**src/hdl/clmul_pkg.sv**
```systemverilog
package clmul_pkg;

    // operand split
    localparam int LIMB_W    = 71;
    localparam int NUM_LIMBS = 4;
    localparam int POLY_W    = LIMB_W * NUM_LIMBS;

    // schoolbook columns, limb index sums 0..6
    localparam int NUM_COLS  = 2 * NUM_LIMBS - 1;

    localparam int LIMB_PROD_W = 2 * LIMB_W - 1;
    localparam int PROD_W      = 2 * POLY_W - 1;

    // one limb product per index pair
    localparam int NUM_BEATS    = NUM_LIMBS * NUM_LIMBS;
    localparam int DRAIN_CYCLES = 2;

    typedef logic [LIMB_W-1:0]      limb_t;
    typedef logic [POLY_W-1:0]      poly_t;
    typedef logic [LIMB_PROD_W-1:0] limb_prod_t;
    typedef logic [PROD_W-1:0]      prod_t;

    typedef logic [1:0] limb_idx_t;
    typedef logic [2:0] col_idx_t;
    typedef logic [$clog2(NUM_BEATS)-1:0] beat_cnt_t;

    typedef struct packed {
        limb_t a;
        limb_t b;
    } limb_pair_t;

    // tag travelling with each limb pair
    typedef struct packed {
        logic     valid;
        logic     last;
        col_idx_t col;
    } issue_beat_t;

    typedef struct packed {
        logic       valid;
        logic       last;
        col_idx_t   col;
        limb_prod_t prod;
    } prod_beat_t;

    typedef enum logic [1:0] {
        IDLE,
        ISSUE,
        DRAIN
    } seq_state_t;

endpackage
```
**src/hdl/operand_bank.sv**
```systemverilog
`timescale 1ns/1ps

module operand_bank (
    input  logic                  clk,
    input  logic                  reset,
    input  logic                  load,
    input  clmul_pkg::poly_t      u,
    input  clmul_pkg::poly_t      v,
    input  clmul_pkg::limb_idx_t  a_idx,
    input  clmul_pkg::limb_idx_t  b_idx,
    output clmul_pkg::limb_pair_t pair
);
    import clmul_pkg::*;

    // limb 0 sits in the low bits of each operand
    limb_t [NUM_LIMBS-1:0] u_q;
    limb_t [NUM_LIMBS-1:0] v_q;

    // held for the whole multiply, inputs may move after start
    always_ff @(posedge clk) begin
        if (reset) begin
            u_q <= '0;
            v_q <= '0;
        end else if (load) begin
            u_q <= u;
            v_q <= v;
        end
    end

    always_comb begin
        pair.a = u_q[a_idx];
        pair.b = v_q[b_idx];
    end

endmodule

```
**config.mk**
```make
export PLATFORM = sky130hd
export DESIGN_NAME = operand_bank
export DESIGN_NICKNAME = d
export VERILOG_FILES = /design/src/hdl/clmul_pkg.sv /design/src/hdl/operand_bank.sv
export SDC_FILE = /design/constraint.sdc
export NUM_CORES = 1
export LEC_CHECK = 0
export BUFFER_PORTS_ARGS = -buffer_cell sky130_fd_sc_hd__buf_2
export CORE_AREA = 2 2 278 280
export CTS_CLUSTER_DIAMETER = 100
export DETAILED_ROUTE_END_ITERATION = 10
export DIE_AREA = 0 0 280 282
export SKIP_CTS_REPAIR_TIMING = 1
export SYNTH_ARGS = -nofsm -noshare
export SYNTH_HDL_FRONTEND = slang
export SYNTH_SLANG_ARGS = --single-unit
```
**constraint.sdc**
```tcl
create_clock -name clk -period 1.25 [get_ports clk]
set_input_delay 0.0625 -clock clk [delete_from_list [all_inputs] [get_ports clk]]
set_output_delay 0.0625 -clock clk [all_outputs]
set_load 0.02 [all_outputs]
```
After elaboration in Yosys (flattened, before gate mapping)
Index checks and enable logic that the tools add are counted.

Input bits: 575. Register bits after elaboration: 568. Logic and storage cells: 14. Output and inout port bits: 142.

$lt $le $gt $ge: 2. Mux-type cells: 4.

Operators by type and width (number): binary-select mux 71 bit (select 2 bit) (2); two-way mux 71 bit (2); < comparator 2 x 3 -> 1 bit (second input constant) (2).

Logic depth before layout (Yosys ltp)
Gate-level depths: netlist (run 1).

Depth after elaboration: 2. Depth in mapped cells: 5. Depth with buffers taken out: 2.

Worst setup path after synthesis (run 1)
No wires, ideal clock.

Path type: input-to-output. Start point: input b_idx[0]. End point: output pair[0] (netlist name). Buffers on the path: 2. Stages: 3. Slack: 0.233 ns. Data required time: 1.188 ns. Arrival: 0.955 ns. Cells stage by stage: buf_6 buf_12 mux4_2.

RTL lines: from (decl) (RTL line operand_bank.sv:10) `input clmul_pkg::limb_idx_t b_idx,`; to (decl) (RTL line operand_bank.sv:11) `output clmul_pkg::limb_pair_t pair`.

==> flow_metrics.env, run 1 <==
export IMPL_outcome="finished with violations"
export IMPL_violations="negative setup slack"
export IMPL_reg2regPathDepth=3
export IMPL_syn_cell_area_um2=23800
export IMPL_yosysTopAreaCell="dfxtp_1"
export IMPL_io_buffer_count=716
export IMPL_root_buffer="clkbuf_16"
export IMPL_max_slew_worst_pin_slew_ps=551
export IMPL_htreeDepth=3
export IMPL_worst_setup_path_type="register to output port"
export IMPL_coreArea_um2=75700
export IMPL_grt_pass1_vias=17620
export IMPL_die_area_um2=79000
export IMPL_gr_usage_all_layers_pct=17.6
export IMPL_drv_slew=0
export IMPL_drtIter0Drc=1040
export IMPL_grt_pass1_wl_um=106000
export IMPL_ant_nets=0
export IMPL_finalCriticalPeriod_ps=1690
export IMPL_drc=0
export IMPL_syn_nets=2579
export IMPL_worstPathMaxFanout=2
export IMPL_critPathLaunchType="register"
export IMPL_hold_path_cell_count=4
export IMPL_syn_avg_cell_area_um2=11.9
export IMPL_ys_types=12
export IMPL_drt_total_wl_um=86500
export IMPL_drt_wirelength_per_cell_um=19.4
export IMPL_maxUsedRoutingLayer="met5"
export IMPL_dp_hpwl_um=55600
export IMPL_met2RoutedLength_um=42700
export IMPL_clock_sinks=568
export IMPL_first_pass_iters=5
export IMPL_start_util_pct=31.4
export IMPL_area_growth_pct=62.6
export IMPL_rows=101
export IMPL_finClkSkew_ps=0
export IMPL_wl_met1_um=34200
export IMPL_netlist_area_leader_share_pct=47.8
export IMPL_cts_buffers=66
export IMPL_io_pins=717
export IMPL_synthCells=2004
export IMPL_yosys_top_cells_area="dfxtp_1 (48%), mux2i_1 (24%), mux4_2 (13%), nor2_1 (9.0%), buf_6 (2.8%)"
export IMPL_dp_slack_ps=-100
export IMPL_drv_cap=0
export IMPL_cts_tree="done"
export IMPL_setup_violations_final=185
export IMPL_vias=21300
export IMPL_ys_ff_latch=568
export IMPL_final_layout_size_suffix_gt1_share_pct=36.5
export IMPL_maxSlewHeadroom_pct=63.3
export IMPL_hp_class="input pin to register"
export IMPL_clock_tree_buffer_depth=3
export IMPL_required_ps=1190
export IMPL_arrival_ps=1630
export IMPL_final_hold_viol_count=0
export IMPL_vias_per_cell=4.78
export IMPL_die_w_um=280
export IMPL_grt_max_degree=112
export IMPL_hold_ws_ps=62.4
export IMPL_clkLatencyLatePin_ps=570
export IMPL_antenna_found_initial=26
export IMPL_cp_end_kind="output port"
export IMPL_ys_warn_count=0
export IMPL_worst_slack_ps=-441
export IMPL_rsz0062_at_grt="true"
export IMPL_clk_pin_slew_ps=60
export IMPL_timing_final_crit_share_pct=135
export IMPL_chipHeight_um=282
export IMPL_gp_congestion=0.866
export IMPL_grt_ovfl_total=0
export IMPL_powerDensity_nw_per_um2=1250
export IMPL_peakVddDrop_v=0.00111
export IMPL_nNetsFinal=3988
export IMPL_fmax_mhz=591
export IMPL_ys_seq_area_share_pct=47.8
export IMPL_cellLeakagePower_nw=18.0
export IMPL_route_met3_wl_um=5420
metrics by stage:
step	power, mW	setup TNS, ps	util [%]	instances	instance area [um2]
CTS	46.0	-58440	40.7	3763	30800
floorplan	23.8	0	-	2004	23800
detailed placement	26.1	-3420	37.7	3648	28600
global placement	26.1	-2760	37.7	3648	28600
global route	50.0	-59840	51.1	4456	38700
finish	48.2	-51080	51.1	4458	38700
cell usage after synthesis:
cell / instances
buf_12: 14
mux4_2: 140
buf_6: 59
nor2_1: 568
dfxtp_1: 568
buf_4: 7
buf_2: 65
mux4_1: 2
buf_8: 1
clkbuf_1: 9
mux2i_1: 568
buf_1: 3
final timing paths:
check / start / to / slack (ps)
max: u_q[256] / pair[114] / -440
min: load / u_q[130] / 60
max reg2reg: v_q[280] / v_q[280] / -50
min reg2reg: v_q[267] / v_q[267] / 480
flip-flops by register name (all words and copies together), names as in the netlist:
signal and flops:
v_q 284, u_q 284
kinds of logic (layout without fill, tap and decap cells):
logic type	count (synthesis)	after routing	synth area share (%)
buf+inv	158	1614	5.81
flops	568	568	47.8
mux	710	710	37.4
other cells	0	20	0
simple gates	568	568	8.97
cell type report:
cell class	count	area, um2
clock inverters	19	285
repair buffers	1499	12600
well taps	978	1220
diodes	20	50.0
fillers	6326	37000
clock buffers	96	1940
flip-flops and latches	568	11600
multi-input cells	1278	11000
critical path, stage by stage (launching register included):
cell	delay (ps)
dfxtp_1	320
mux4_2	560
buf_6	170
power breakdown:
group / leakage, nW / total, mW / switching (mW) / internal [mW]
Sequential: 4.76 / 20.0 / 0.732 / 19.3
Combinational: 12.2 / 8.39 / 3.52 / 4.87
Clock: 1.09 / 19.8 / 7.97 / 11.9
Total: 18.0 / 48.2 / 12.2 / 36.0
layer usage:
metal	global-route usage, %	vias up
met3	6.22	295
met5	0	-
met4	7.61	6
met1	21.1	10240
met2	28.5	903
li1	-	9856
layout by cell type, fill, tap and decap left out:
cell / instances
dlygate4sd3_1: 661
buf_2: 569
nor2_1: 568
mux2i_1: 568
dfxtp_1: 385
dfxtp_2: 183
mux4_2: 142
buf_6: 141
buf_4: 84
clkbuf_16: 68
buf_12: 42
diode_2: 20
clkbuf_1: 15
clkbuf_8: 13
clkinv_2: 6
bufinv_16: 5
clkinv_8: 3
buf_8: 2
inv_6: 1
clkinvlp_4: 1
inv_8: 1
inv_16: 1
clkinv_4: 1
Power figures use the tool's default switching activity.
==> run 2: changes to the inputs <==
Settings changed: SKIP_CTS_REPAIR_TIMING 1 to unset.
==> flow_metrics.env, run 2 (same netlist as run 1, synthesis figures left out) <==
export IMPL_final_layout_size_suffix_gt1_share_pct=38.5
export IMPL_clock_sinks=568
export IMPL_grt_pass1_wl_um=129000
export IMPL_setup_violations_final=143
export IMPL_start_util_pct=31.4
export IMPL_io_pins=717
export IMPL_drtIter0Drc=1002
export IMPL_vias=21261
export IMPL_ant_nets=0
export IMPL_reg2regPathDepth=4
export IMPL_arrival_ps=1600
export IMPL_area_growth_pct=63.6
export IMPL_die_area_um2=79000
export IMPL_timing_rr_end="v_q[276]"
export IMPL_dp_hpwl_um=55600
export IMPL_crit_cells=2
export IMPL_io_buffer_count=716
export IMPL_required_ps=1190
export IMPL_peakVddDrop_v=0.00106
export IMPL_worst_slack_ps=-415
export IMPL_reg_largest_list="u_q: 284 flops, v_q: 284 flops"
export IMPL_nNetsFinal=4004
export IMPL_crit_path_max_incr_delay_ps=510
export IMPL_cp_slowest_cell="mux4_2"
export IMPL_drt_wirelength_per_cell_um=19.5
export IMPL_clk_pin_slew_ps=60
export IMPL_violations="negative setup slack"
export IMPL_grt_max_degree=112
export IMPL_worst_setup_path_type="register to output port"
export IMPL_drv_slew=0
export IMPL_grt_pass1_vias=22785
export IMPL_clock_tree_buffer_depth=3
export IMPL_rsz0062_at_grt="true"
export IMPL_regToRegSetupSlack_ps=-80
export IMPL_cp_top_family="multiplexers"
export IMPL_finClkSkew_ps=0
export IMPL_antenna_found_initial=25
export IMPL_root_buffer="clkbuf_16"
export IMPL_grt_ovfl_total=0
export IMPL_maxSlewHeadroom_pct=61.3
export IMPL_coreArea_um2=75700
export IMPL_cts_tree="done"
export IMPL_final_cell_mix="dlygate4sd3_1 (647), buf_2 (568), nor2_1 (567)"
export IMPL_powerDensity_nw_per_um2=1240
export IMPL_first_pass_iters=5
export IMPL_worstPathMaxFanout=2
export IMPL_multi_input_area_um2=11000
export IMPL_chipHeight_um=282
export IMPL_gr_usage_all_layers_pct=21.1
export IMPL_htreeDepth=3
export IMPL_cts_buffers=66
export IMPL_endpoint="pair[61]"
export IMPL_final_hold_viol_count=0
export IMPL_drc=0
export IMPL_power_mw=48.4
export IMPL_drt_total_wl_um=87300
export IMPL_outcome="finished with violations"
export IMPL_critPathLaunchType="register"
export IMPL_seq_area_um2=11700
export IMPL_vias_per_cell=4.76
export IMPL_final_util_pct=51.4
export IMPL_mostFrequentLayoutCell="dlygate4sd3_1"
export IMPL_n_fill_cell=6276
export IMPL_max_slew_worst_pin_slew_ps=581
export IMPL_cellLeakagePower_nw=18.2
export IMPL_critical_path_buf_inv_count=1
export IMPL_die_w_um=280
export IMPL_fmax_mhz=601
export IMPL_path_cells="mux4_2 -> buf_6"
export IMPL_finalCriticalPeriod_ps=1670
export IMPL_critPathLaunch="v_q[274]"
export IMPL_cp_end_kind="output port"
export IMPL_timing_final_crit_share_pct=133
export IMPL_hp_class="input pin to register"
export IMPL_rr_startpoint="v_q[276]"
export IMPL_drv_cap=0
export IMPL_gp_congestion=0.866
export IMPL_rows=101
export IMPL_clkLatencyLatePin_ps=560
-- run 2: changes by cell type in the layout (fill, tap and decap cells not counted), moves of 2 or more --
| cell | change |
|---|---|
| dfxtp_1 | -46 |
| dfxtp_2 | +43 |
| buf_4 | +21 |
| dlygate4sd3_1 | -14 |
| buf_6 | +5 |
| diode_2 | -5 |
| dlymetal6s4s_1 | +4 |
| dfxtp_4 | +3 |
| mux2i_1 | -2 |
-- run 2: cell type report --
type                            count  share of cell area [%]
Clock inverter                     19                   0.733
Sequential cell                   568                    30.0
Tap cell                          978                    3.15
Antenna cell                       15                  0.0965
Clock buffer                       96                    4.98
Timing Repair Buffer             1515                    32.7
Multi-Input combinational cell   1278                    28.4
-- run 2: worst min-delay path by stage --
| stage | cells past startpoint | start | end |
|---|---|---|---|
| after floorplan | 2 | u[141] | u_q[141] |
| after global placement | 3 | u[212] | u_q[212] |
| after detailed placement | 3 | v[20] | v_q[20] |
| after CTS | 4 | load | u_q[130] |
| after global routing | 4 | load | u_q[130] |
| final | 4 | load | u_q[130] |
-- run 2: metrics by stage --
| step | setup WS [ps] | cell area, um2 | cells | hold WS [ps] | TNS [ps] |
|---|---|---|---|---|---|
| 6_report | -415 | 38900 | 4469 | 63.4 | -50130 |
| 3_3_place_gp | -74.5 | 28600 | 3648 | 294 | -2760 |
| 3_5_place_dp | -100 | 28600 | 3648 | 302 | -3420 |
| 2_1_floorplan | 233 | 23800 | 2004 | 209 | 0 |
| 5_1_grt | -470 | 38900 | 4466 | 39.4 | -58670 |
| 4_1_cts | -459 | 38600 | 4440 | 18.9 | -56340 |
-- run 2: routing by layer --
metal / part of all wire, % / vias up / wire length, um / GRT usage [%]
met1: 39 / 10169 / 34200 / 23.9
li1: - / 9888 / - / -
met2: 49 / 899 / 43100 / 36.7
met4: 5.0 / 12 / 4330 / 10.7
met3: 6.3 / 293 / 5540 / 5.36
met5: 0.095 / - / 83 / 0
-- run 2: power by group --
group | switching [mW] | internal (mW) | leakage, nW
Sequential | 0.730 | 19.3 | 4.77
Combinational | 3.55 | 4.93 | 12.3
Clock | 8.01 | 11.9 | 1.09
Total | 12.3 | 36.1 | 18.2
-- run 2: timing repair --
action	CTS	global route
hold buffers	663	0
endpoints found under the hold margin	568	0
gates cloned	0	1
buffers inserted	14	25
pin swaps	0	4
resized for setup	423	109
endpoints found under the setup margin	142	200
-- run 2: tightest hold or removal path, stage by stage --
cell,delay (ps)
buf_8,160
buf_12,180
mux2i_1,120
nor2_1,70
