### src/hdl/clmul_pkg.sv
package clmul_pkg;

    // operand split
    localparam int LIMB_W    = 71;
    localparam int NUM_LIMBS = 4;
    localparam int POLY_W    = LIMB_W * NUM_LIMBS;

    // schoolbook columns, limb index sums 0..6
    localparam int NUM_COLS  = 2 * NUM_LIMBS - 1;

    localparam int LIMB_PROD_W = 2 * LIMB_W - 1;
    localparam int PROD_W      = 2 * POLY_W - 1;

    // one limb product per index pair
    localparam int NUM_BEATS    = NUM_LIMBS * NUM_LIMBS;
    localparam int DRAIN_CYCLES = 2;

    typedef logic [LIMB_W-1:0]      limb_t;
    typedef logic [POLY_W-1:0]      poly_t;
    typedef logic [LIMB_PROD_W-1:0] limb_prod_t;
    typedef logic [PROD_W-1:0]      prod_t;

    typedef logic [1:0] limb_idx_t;
    typedef logic [2:0] col_idx_t;
    typedef logic [$clog2(NUM_BEATS)-1:0] beat_cnt_t;

    typedef struct packed {
        limb_t a;
        limb_t b;
    } limb_pair_t;

    // tag travelling with each limb pair
    typedef struct packed {
        logic     valid;
        logic     last;
        col_idx_t col;
    } issue_beat_t;

    typedef struct packed {
        logic       valid;
        logic       last;
        col_idx_t   col;
        limb_prod_t prod;
    } prod_beat_t;

    typedef enum logic [1:0] {
        IDLE,
        ISSUE,
        DRAIN
    } seq_state_t;

endpackage
### src/hdl/mul_sequencer.sv
`timescale 1ns/1ps

module mul_sequencer (
    input  logic                   clk,
    input  logic                   reset,
    input  logic                   start,
    output logic                   load,
    output logic                   clear,
    output clmul_pkg::limb_idx_t   a_idx,
    output clmul_pkg::limb_idx_t   b_idx,
    output clmul_pkg::issue_beat_t issue
);
    import clmul_pkg::*;

    seq_state_t state;
    beat_cnt_t  cnt;
    logic       accept;
    logic       last_beat;
    logic       drain_end;

    // start is only looked at while idle
    assign accept = (state == IDLE) && start;
    assign load   = accept;
    assign clear  = accept;

    // upper counter bits pick the U limb, lower ones the V limb
    assign a_idx = cnt[3:2];
    assign b_idx = cnt[1:0];

    assign last_beat = (cnt == beat_cnt_t'(NUM_BEATS - 1));
    assign drain_end = (cnt == beat_cnt_t'(DRAIN_CYCLES - 1));

    always_comb begin
        issue.valid = (state == ISSUE);
        issue.last  = (state == ISSUE) && last_beat;
        issue.col   = col_idx_t'(a_idx) + col_idx_t'(b_idx);
    end

    always_ff @(posedge clk) begin
        if (reset) begin
            state <= IDLE;
            cnt   <= '0;
        end else begin
            case (state)
                IDLE: begin
                    if (accept) begin
                        state <= ISSUE;
                        cnt   <= '0;
                    end
                end
                ISSUE: begin
                    // counter wraps to zero on the way into drain
                    cnt <= cnt + 1'b1;
                    if (last_beat) begin
                        state <= DRAIN;
                    end
                end
                DRAIN: begin
                    // multiplier and accumulator input stage empty out
                    if (drain_end) begin
                        state <= IDLE;
                        cnt   <= '0;
                    end else begin
                        cnt <= cnt + 1'b1;
                    end
                end
                default: begin
                    state <= IDLE;
                    cnt   <= '0;
                end
            endcase
        end
    end

endmodule

### config.mk
export PLATFORM = sky130hd
export DESIGN_NAME = mul_sequencer
export DESIGN_NICKNAME = d
export VERILOG_FILES = /design/src/hdl/clmul_pkg.sv /design/src/hdl/mul_sequencer.sv
export SDC_FILE = /design/constraint.sdc
export NUM_CORES = 1
export LEC_CHECK = 0
export ABC_AREA = 1
export ABC_CLOCK_PERIOD_IN_PS = 1700
export BUFFER_PORTS_ARGS = -buffer_cell sky130_fd_sc_hd__buf_2
export CAP_MARGIN = 10
export CORE_AREA = 2 2 39 41
export CTS_CLUSTER_SIZE = 30
export DETAILED_ROUTE_END_ITERATION = 8
export DIE_AREA = 0 0 41 43
export GPL_TIMING_DRIVEN = 0
export HOLD_SLACK_MARGIN = 0.03
export PLACE_DENSITY_LB_ADDON = 0.15
export SKIP_CTS_REPAIR_TIMING = 1
export SLEW_MARGIN = 10
export SYNTH_ARGS = -nofsm -noshare
export SYNTH_HDL_FRONTEND = slang
export SYNTH_SLANG_ARGS = --single-unit
### constraint.sdc
create_clock -name clk -period 1.7 [get_ports clk]
set_input_delay 0.34 -clock clk [delete_from_list [all_inputs] [get_ports clk]]
set_output_delay 0.34 -clock clk [all_outputs]
set_load 0.05 [all_outputs]
=== Yosys cells after proc, flatten, opt, wreduce, memory -nomap -nowiden ===
Cells that the tools add are included.

* Register bits: 6
* Input bits: 3
* Output and inout bits: 11
* Logic and storage cells: 22

* Add/subtract/negate cells: 2
* Eq/ne operators: 7
* Muxes and demuxes: 7
* Reduce and logical (&&, ||, !) cells: 4

{| class="wikitable"
|+ Operator list
! cell !! number
|-
| one-hot mux 4 bit (3 select lines) || 1
|-
| 2-to-1 mux 4 bit || 2
|-
| 2-to-1 mux 2 bit || 3
|-
| one-hot mux 2 bit (3 select lines) || 1
|-
| adder 4 x 1 -> 4 bit (second input constant) || 1
|-
| == test 4 x 1 -> 1 bit (second input constant) || 1
|-
| == test 4 bit (second input constant) || 1
|-
| != test 2 bit (second input constant) || 2
|-
| adder 2 x 2 -> 3 bit || 1
|-
| AND reduction 3 bit || 1
|-
| == test 2 x 1 -> 1 bit (second input constant) || 1
|-
| == test 2 bit (second input constant) || 1
|-
| logical AND 1 bit || 2
|-
| logical NOT 2 bit || 1
|-
| != test 2 x 1 -> 1 bit (second input constant) || 1
|}

=== Depth between registers and ports, before layout ===
Gate-level depths: netlist (run 1).

* Word-level depth: 4
* Mapped depth: 9
* Depth with buffers taken out: 9

=== Worst setup path after synthesis (run 1) ===
Ideal clock, no wire load.

* Path kind: flip-flop to output port
* Start: register cnt[2]
* End: output port issue[1] (netlist name)
* Arrival: 1.746 ns
* Data required time: 1.360 ns
* Setup slack: -0.386 ns
* Stages on the path, launching flop included: 5
* Buffers on the path: 0
* Path through: dfxtp_1 > ha_1 > inv_1 > fa_1 > inv_1

{| class="wikitable"
|+ RTL lines
! item !! line !! source
|-
| from (decl) || mul_sequencer.sv:16 || <nowiki>beat_cnt_t cnt;</nowiki>
|-
| from (signal assigned) || mul_sequencer.sv:53 || <nowiki>cnt <= cnt + 1'b1;</nowiki>
|-
| from (signal assigned) || mul_sequencer.sv:64 || <nowiki>cnt <= cnt + 1'b1;</nowiki>
|-
| to (decl) || mul_sequencer.sv:11 || <nowiki>output clmul_pkg::issue_beat_t issue</nowiki>
|}

==> results.py, run 1 <==
metrics = {
    "yosys": {
        "synth-seq-cells": 6,
        "mappedNetlistArea_um2": 475.5,
        "yosysWarningCount": 0,
        "synth_fp_nets": 78,
        "syn_avg_cell_area_um2": 7.096,
        "synthCells": 67,
        "yosysUniqueCellTypes": 15,
        "synth-seq-area-share": 0.2526,
    },
    "die": {
        "start_util": 0.3436,
        "floorplan.die.height_um": 43,
        "die_w_um": 41,
        "die_area_um2": 1763,
        "rows": 14,
        "design.portCount": 14,
        "core_area_um2": 1384,
    },
    "timing": {
        "setup_repair_after_global_routing_missed_its_margin": "yes",
        "worstMarginPinSlew_ps": 248.5,
        "finalCriticalPeriod_ps": 1797,
        "max-slew-margin-rel": 0.8355,
        "finalSetupViolCount": 2,
        "slew_viol_final": 0,
        "worst_clock_skew_ps": 0.6060,
        "report.final.hold_viol_count": 0,
        "fin_ws_ps": -96.88,
        "final_min_period_over_clock_period": 1.057,
        "maxClockFrequency_mhz": 556.5,
    },
    "pwr": {
        "pwr_density_cell_nw_per_um2": 615.1,
        "finalPower_w": 0.0004295,
        "static-leakage-power_nw": 0.3469,
        "ir_worst_vdd_mv": 0.3424,
    },
    "cts": {
        "clockBufferDepth": 2,
        "clk-insertion-delay-late_ps": 230,
        "clockRootBuffer": "clkbuf_4",
        "path_clk_slew_ps": 40,
        "clock_tree.htree_level_count": 1,
        "cts_made_buffers": 3,
        "clock_sinks": 6,
        "cts_tree": "built",
    },
    "critical_path": {
        "worstSetupEndpoint": "issue[1]",
        "critPathArrivalTime_ps": 1460,
        "rr_endpoint": "state[1]$_SDFFE_PP0P_",
        "crit_family": "adder cells",
        "worst_setup_path_startpoint": "cnt[2]$_SDFFE_PP0P_",
        "worst-path-stages": 5,
        "rr_worst_depth": 8,
        "r2r_setup_slack_ps": 440,
        "cp-start-kind": "register",
        "cp-end-kind": "output pin",
        "worst-endpoint-required_ps": 1360,
        "critical_path_class": "register to output pin",
        "cp_cell_sequence": "ha_4, inv_2, fa_1, inv_1, buf_6",
        "cp_max_fo": 4,
        "worstPathBufferInverterCount": 3,
        "crit-reg2reg-launch": "state[0]$_SDFFE_PP0P_",
        "timing.critical_path.slowest_stage_cell": "fa_1",
        "cp_slowest_stage_delay_ps": 490,
    },
    "routing": {
        "drt-vias-per-instance": 4.425,
        "detail_route.wl_per_cell_um": 10.05,
        "remaining_drc_errors": 0,
        "vias_after_detailed_routing": 469,
        "drt_iter0_drc": 2,
        "final_antenna_net_count": 0,
        "routed_wirelength_um": 1065,
        "drt_pass1_iterations": 2,
    },
    "final_layout": {
        "drive_gt1_frac": 0.4333,
        "count_of_antenna_diodes_in_the_layout": 0,
        "mostFrequentLayoutCells": "inv_1 (14), nand2_1 (12), buf_4 (9), buf_2 (9), a21oi_1 (6)",
        "final_core_utilization": 0.5045,
        "nNetsFinal": 103,
        "commonest_non_fill_non_tap_cell_in_the_layout": "inv_1",
        "syn2layout_area_growth_pct": 46.84,
    },
    "status": {
        "violations": "setup timing",
        "run_status": "complete, but fails checks",
    },
    "grt": {
        "grt_max_degree": 9,
        "grt.met1_usage": 0.1726,
        "grt_util_met3": 0.01571,
        "grt_use_total": 0.1321,
        "grt_util_met2": 0.1875,
        "gr-max-usage-layer": "met2",
        "antenna_violations_before_repair": 0,
        "grt_remaining_overflow": 0,
        "grt_pass1_vias": 421,
        "first_pass_grt_wire_length_um": 1580,
    },
    "worst_hold_path": {
        "hold_class": "primary input to register",
    },
    "placement": {
        "place_congestion": 0.7418,
        "dpl.hpwl_um": 754,
        "io_buffer_count": 13,
    },
    "run": {
        "drv_cap": 0,
    },
}
sequential cells by signal (all words and copies together), names as in the netlist:
| signal | cells |
|---|---|
| state | 2 |
| cnt | 4 |
kinds of logic (layout without fill, tap and decap cells):
family / count (synthesis) / in the layout / share of synthesized area
fa+ha+maj: 8 / 8 / 0.2263
simple gates: 28 / 28 / 0.2947
buf+inv: 17 / 40 / 0.1421
flops: 6 / 6 / 0.2526
compound gates: 8 / 8 / 0.08421
worst min-delay path by stage:
stage / slack [ps] / cells after the start / endpoint / start
2_1_floorplan: 400 / 1 / cnt[1]$_SDFFE_PP0P_ / reset
5_1_grt: 310 / 2 / cnt[3]$_SDFFE_PP0P_ / reset
3_5_place_dp: 490 / 2 / state[1]$_SDFFE_PP0P_ / state[1]$_SDFFE_PP0P_
6_report: 300 / 2 / cnt[3]$_SDFFE_PP0P_ / reset
4_1_cts: 290 / 2 / cnt[3]$_SDFFE_PP0P_ / reset
3_3_place_gp: 470 / 2 / state[1]$_SDFFE_PP0P_ / state[1]$_SDFFE_PP0P_
report_power, final:
group          switching, W  internal [W]
registers        0.00000471      0.000144
clock network     0.0000450     0.0000794
logic              0.000108     0.0000483
total              0.000158      0.000271
cell usage after synthesis, drive strengths merged:
master / n / area (um^2)
nand2: 14 / 57.55
nand3: 6 / 40.04
dfxtp: 6 / 120.1
nor2: 7 / 36.29
a21oi: 6 / 30.03
ha: 7 / 87.58
nand4: 1 / 6.260
o21ai: 2 / 10.01
inv: 16 / 60.06
fa: 1 / 20.02
buf: 1 / 7.510
through the flow:
step / hold slack [ps] / cells / instance area [um^2] / setup WS, ps / TNS, ps
6_report: 295.9 / 106 / 698.2 / -96.88 / -166.3
5_1_grt: 305.5 / 106 / 698.2 / -141.1 / -273.8
4_1_cts: 286.1 / 99 / 604.3 / -227.9 / -412.7
3_5_place_dp: 489.3 / 96 / 581.8 / 35.72 / 0
3_3_place_gp: 474.4 / 96 / 581.8 / 54.31 / 0
2_1_floorplan: 401.7 / 67 / 496.7 / -68.81 / -68.81
metal layers:
layer  wire length (um)  part of all wire
met2                558              0.52
met4                 12             0.011
met3                 24             0.023
met1                470              0.44
met5                  0                 0
area by class of cell:
| class | instances | area [um^2] |
|---|---|---|
| Tap cell | 16 | 20.02 |
| Clock buffer | 3 | 22.52 |
| Fill cell | 143 | 685.7 |
| Multi-Input combinational cell | 44 | 307.8 |
| Buffer | 1 | 7.507 |
| Sequential cell | 6 | 133.9 |
| Timing Repair Buffer | 20 | 142.6 |
| Inverter | 16 | 63.81 |
(Power assumes the default switching activity.)
==> run 2: changes to the inputs <==
--- a/config.mk
+++ b/config.mk
@@ -7,12 +7,12 @@
 export LEC_CHECK = 0
 export ABC_AREA = 1
 export ABC_CLOCK_PERIOD_IN_PS = 1700
-export BUFFER_PORTS_ARGS = -buffer_cell sky130_fd_sc_hd__buf_2
 export CAP_MARGIN = 10
 export CORE_AREA = 2 2 39 41
 export CTS_CLUSTER_SIZE = 30
 export DETAILED_ROUTE_END_ITERATION = 8
 export DIE_AREA = 0 0 41 43
+export DONT_BUFFER_PORTS = 1
 export GPL_TIMING_DRIVEN = 0
 export HOLD_SLACK_MARGIN = 0.03
 export PLACE_DENSITY_LB_ADDON = 0.15
==> run 2 against run 1 <==
The run still ends with setup timing left; critical path depth shrank 1; via count decreased by 18%; total power up 2.3%; register-to-register slack got worse by 280 ps; cell count shrank 18%; sequential share of layout area is 3.4 points higher; final area decreased by 11%; sequential power up 8%; largest cell class unchanged; largest power group is now registers.
==> results.py, run 2 (same netlist as run 1, synthesis figures left out) <==
metrics = {
    "status": {
        "run_status": "complete, but fails checks",
        "violations": "setup timing",
    },
    "critical_path": {
        "crit_family": "adder cells",
        "cp_cell_sequence": "ha_4, inv_2, fa_2, clkinvlp_4",
        "critical_path_class": "register to output pin",
        "cp-end-kind": "output pin",
        "cp_max_fo": 8,
        "critPathArrivalTime_ps": 1700,
        "cp_slowest_stage_delay_ps": 540,
        "cp-start-kind": "register",
        "worst-endpoint-required_ps": 1360,
        "timing.critical_path.slowest_stage_cell": "fa_2",
        "worstPathBufferInverterCount": 2,
    },
    "cts": {
        "clock_tree.htree_level_count": 1,
        "cts_made_buffers": 3,
        "clockRootBuffer": "clkbuf_4",
        "clk-insertion-delay-late_ps": 240,
        "clockBufferDepth": 2,
        "path_clk_slew_ps": 40,
        "clock_sinks": 6,
        "cts_tree": "built",
    },
    "die": {
        "core_area_um2": 1384,
        "die_area_um2": 1763,
        "rows": 14,
        "die_w_um": 41,
        "design.portCount": 14,
        "floorplan.die.height_um": 43,
        "start_util": 0.3436,
    },
    "placement": {
        "dpl.hpwl_um": 687.8,
        "dpl_worst_slack_ps": -115.7,
        "io_buffer_count": 0,
        "place_congestion": 0.7231,
        "placed_cell_area_um2": 516.7,
    },
    "timing": {
        "maxClockFrequency_mhz": 489.6,
        "worst_clock_skew_ps": 2.259,
        "report.final.hold_viol_count": 0,
        "fin_ws_ps": -342.6,
        "slew_viol_final": 0,
        "max-slew-margin-rel": 0.7709,
        "hold-worst-slack_ps": 158.3,
        "setup_repair_after_global_routing_missed_its_margin": "yes",
        "final_min_period_over_clock_period": 1.202,
        "worstMarginPinSlew_ps": 342.9,
        "finalCriticalPeriod_ps": 2043,
        "finalSetupViolCount": 4,
    },
    "routing": {
        "detail_route.wl_per_cell_um": 10.08,
        "drt_pass1_iterations": 3,
        "remaining_drc_errors": 0,
        "vias_after_detailed_routing": 384,
        "final_antenna_net_count": 0,
        "drt_iter0_drc": 6,
        "drt-vias-per-instance": 4.414,
        "routed_wirelength_um": 877,
    },
    "final_layout": {
        "mostFrequentLayoutCells": "nand2_1 (11), inv_1 (10), a21oi_1 (6), nor2_1 (5), dfxtp_4 (5)",
        "multi_input_area_um2": 340.3,
        "flip_flop_count_of_the_largest_register_after_layout": 4,
        "count_of_antenna_diodes_in_the_layout": 0,
        "largest_registers": "cnt x4, state x2",
        "commonest_non_fill_non_tap_cell_in_the_layout": "nand2_1",
        "postLayoutCellArea_um2": 621.8,
        "regMostFlops": "cnt",
        "fillers": 143,
        "nNetsFinal": 84,
        "drive_gt1_frac": 0.3944,
        "regArea_um2": 140.1,
        "syn2layout_area_growth_pct": 30.79,
    },
    "grt": {
        "first_pass_grt_wire_length_um": 1386,
        "grt_util_met3": 0.02094,
        "grt_pass1_vias": 368,
        "antenna_violations_before_repair": 0,
        "grt_use_total": 0.1196,
        "gr-max-usage-layer": "met2",
        "grt.met1_usage": 0.1387,
        "grt_remaining_overflow": 0,
        "grt_util_met2": 0.1688,
        "grt_max_degree": 9,
    },
    "pwr": {
        "static-leakage-power_nw": 0.2404,
        "finalPower_w": 0.0004396,
        "pwr_density_cell_nw_per_um2": 706.9,
        "ir_worst_vdd_mv": 0.3771,
    },
    "worst_hold_path": {
        "hold_class": "primary input to register",
    },
    "run": {
        "drv_cap": 0,
    },
}
-- run 2: cell count changes in the layout (fill, tap and decap cells not counted), moves of 2 or more --
cell and change:
buf_4 -8, ha_4 +2, inv_4 +2, buf_6 -2
inv_1 -4, clkinvlp_4 +2, buf_2 -9, dfxtp_4 +2
-- run 2: path summary, 6_finish.rpt --
kind / from / end / slack [ps] / cells after the start
max: cnt[2]$_SDFFE_PP0P_ / issue[1] / -340 / 4
min: reset / cnt[3]$_SDFFE_PP0P_ / 160 / 1
max reg2reg: cnt[0]$_SDFFE_PP0P_ / state[1]$_SDFFE_PP0P_ / 160 / 5
min reg2reg: state[1]$_SDFFE_PP0P_ / state[1]$_SDFFE_PP0P_ / 490 / 2
-- run 2: cell type report --
type | instances | share of cell area
multi-input combinational | 44 | 0.5473
sequential | 6 | 0.2254
inverter | 16 | 0.1227
clock buffer | 3 | 0.03622
tap | 16 | 0.03219
buffer | 1 | 0.02414
timing repair buffer | 1 | 0.01207
-- run 2: per-layer routing --
| layer | wire (um) | part of all wire |
|---|---|---|
| met1 | 393 | 0.45 |
| met3 | 42 | 0.048 |
| met5 | 0 | 0 |
| met2 | 429 | 0.49 |
| met4 | 12 | 0.014 |
-- run 2: power by group --
part	internal (W)	switching (W)	total, W
sequential	0.000144	0.0000164	0.000160
clock	0.0000794	0.0000452	0.000125
combinational	0.0000545	0.000100	0.000155
-- run 2: per-stage QoR --
step,utilization,std cells,setup TNS (ps)
floorplan,-,67,-68.81
global placement,0.3734,83,-165.9
detailed placement,0.3734,83,-117.5
CTS,0.3897,86,-1002
global route,0.4494,87,-749.0
finish,0.4494,87,-530.3
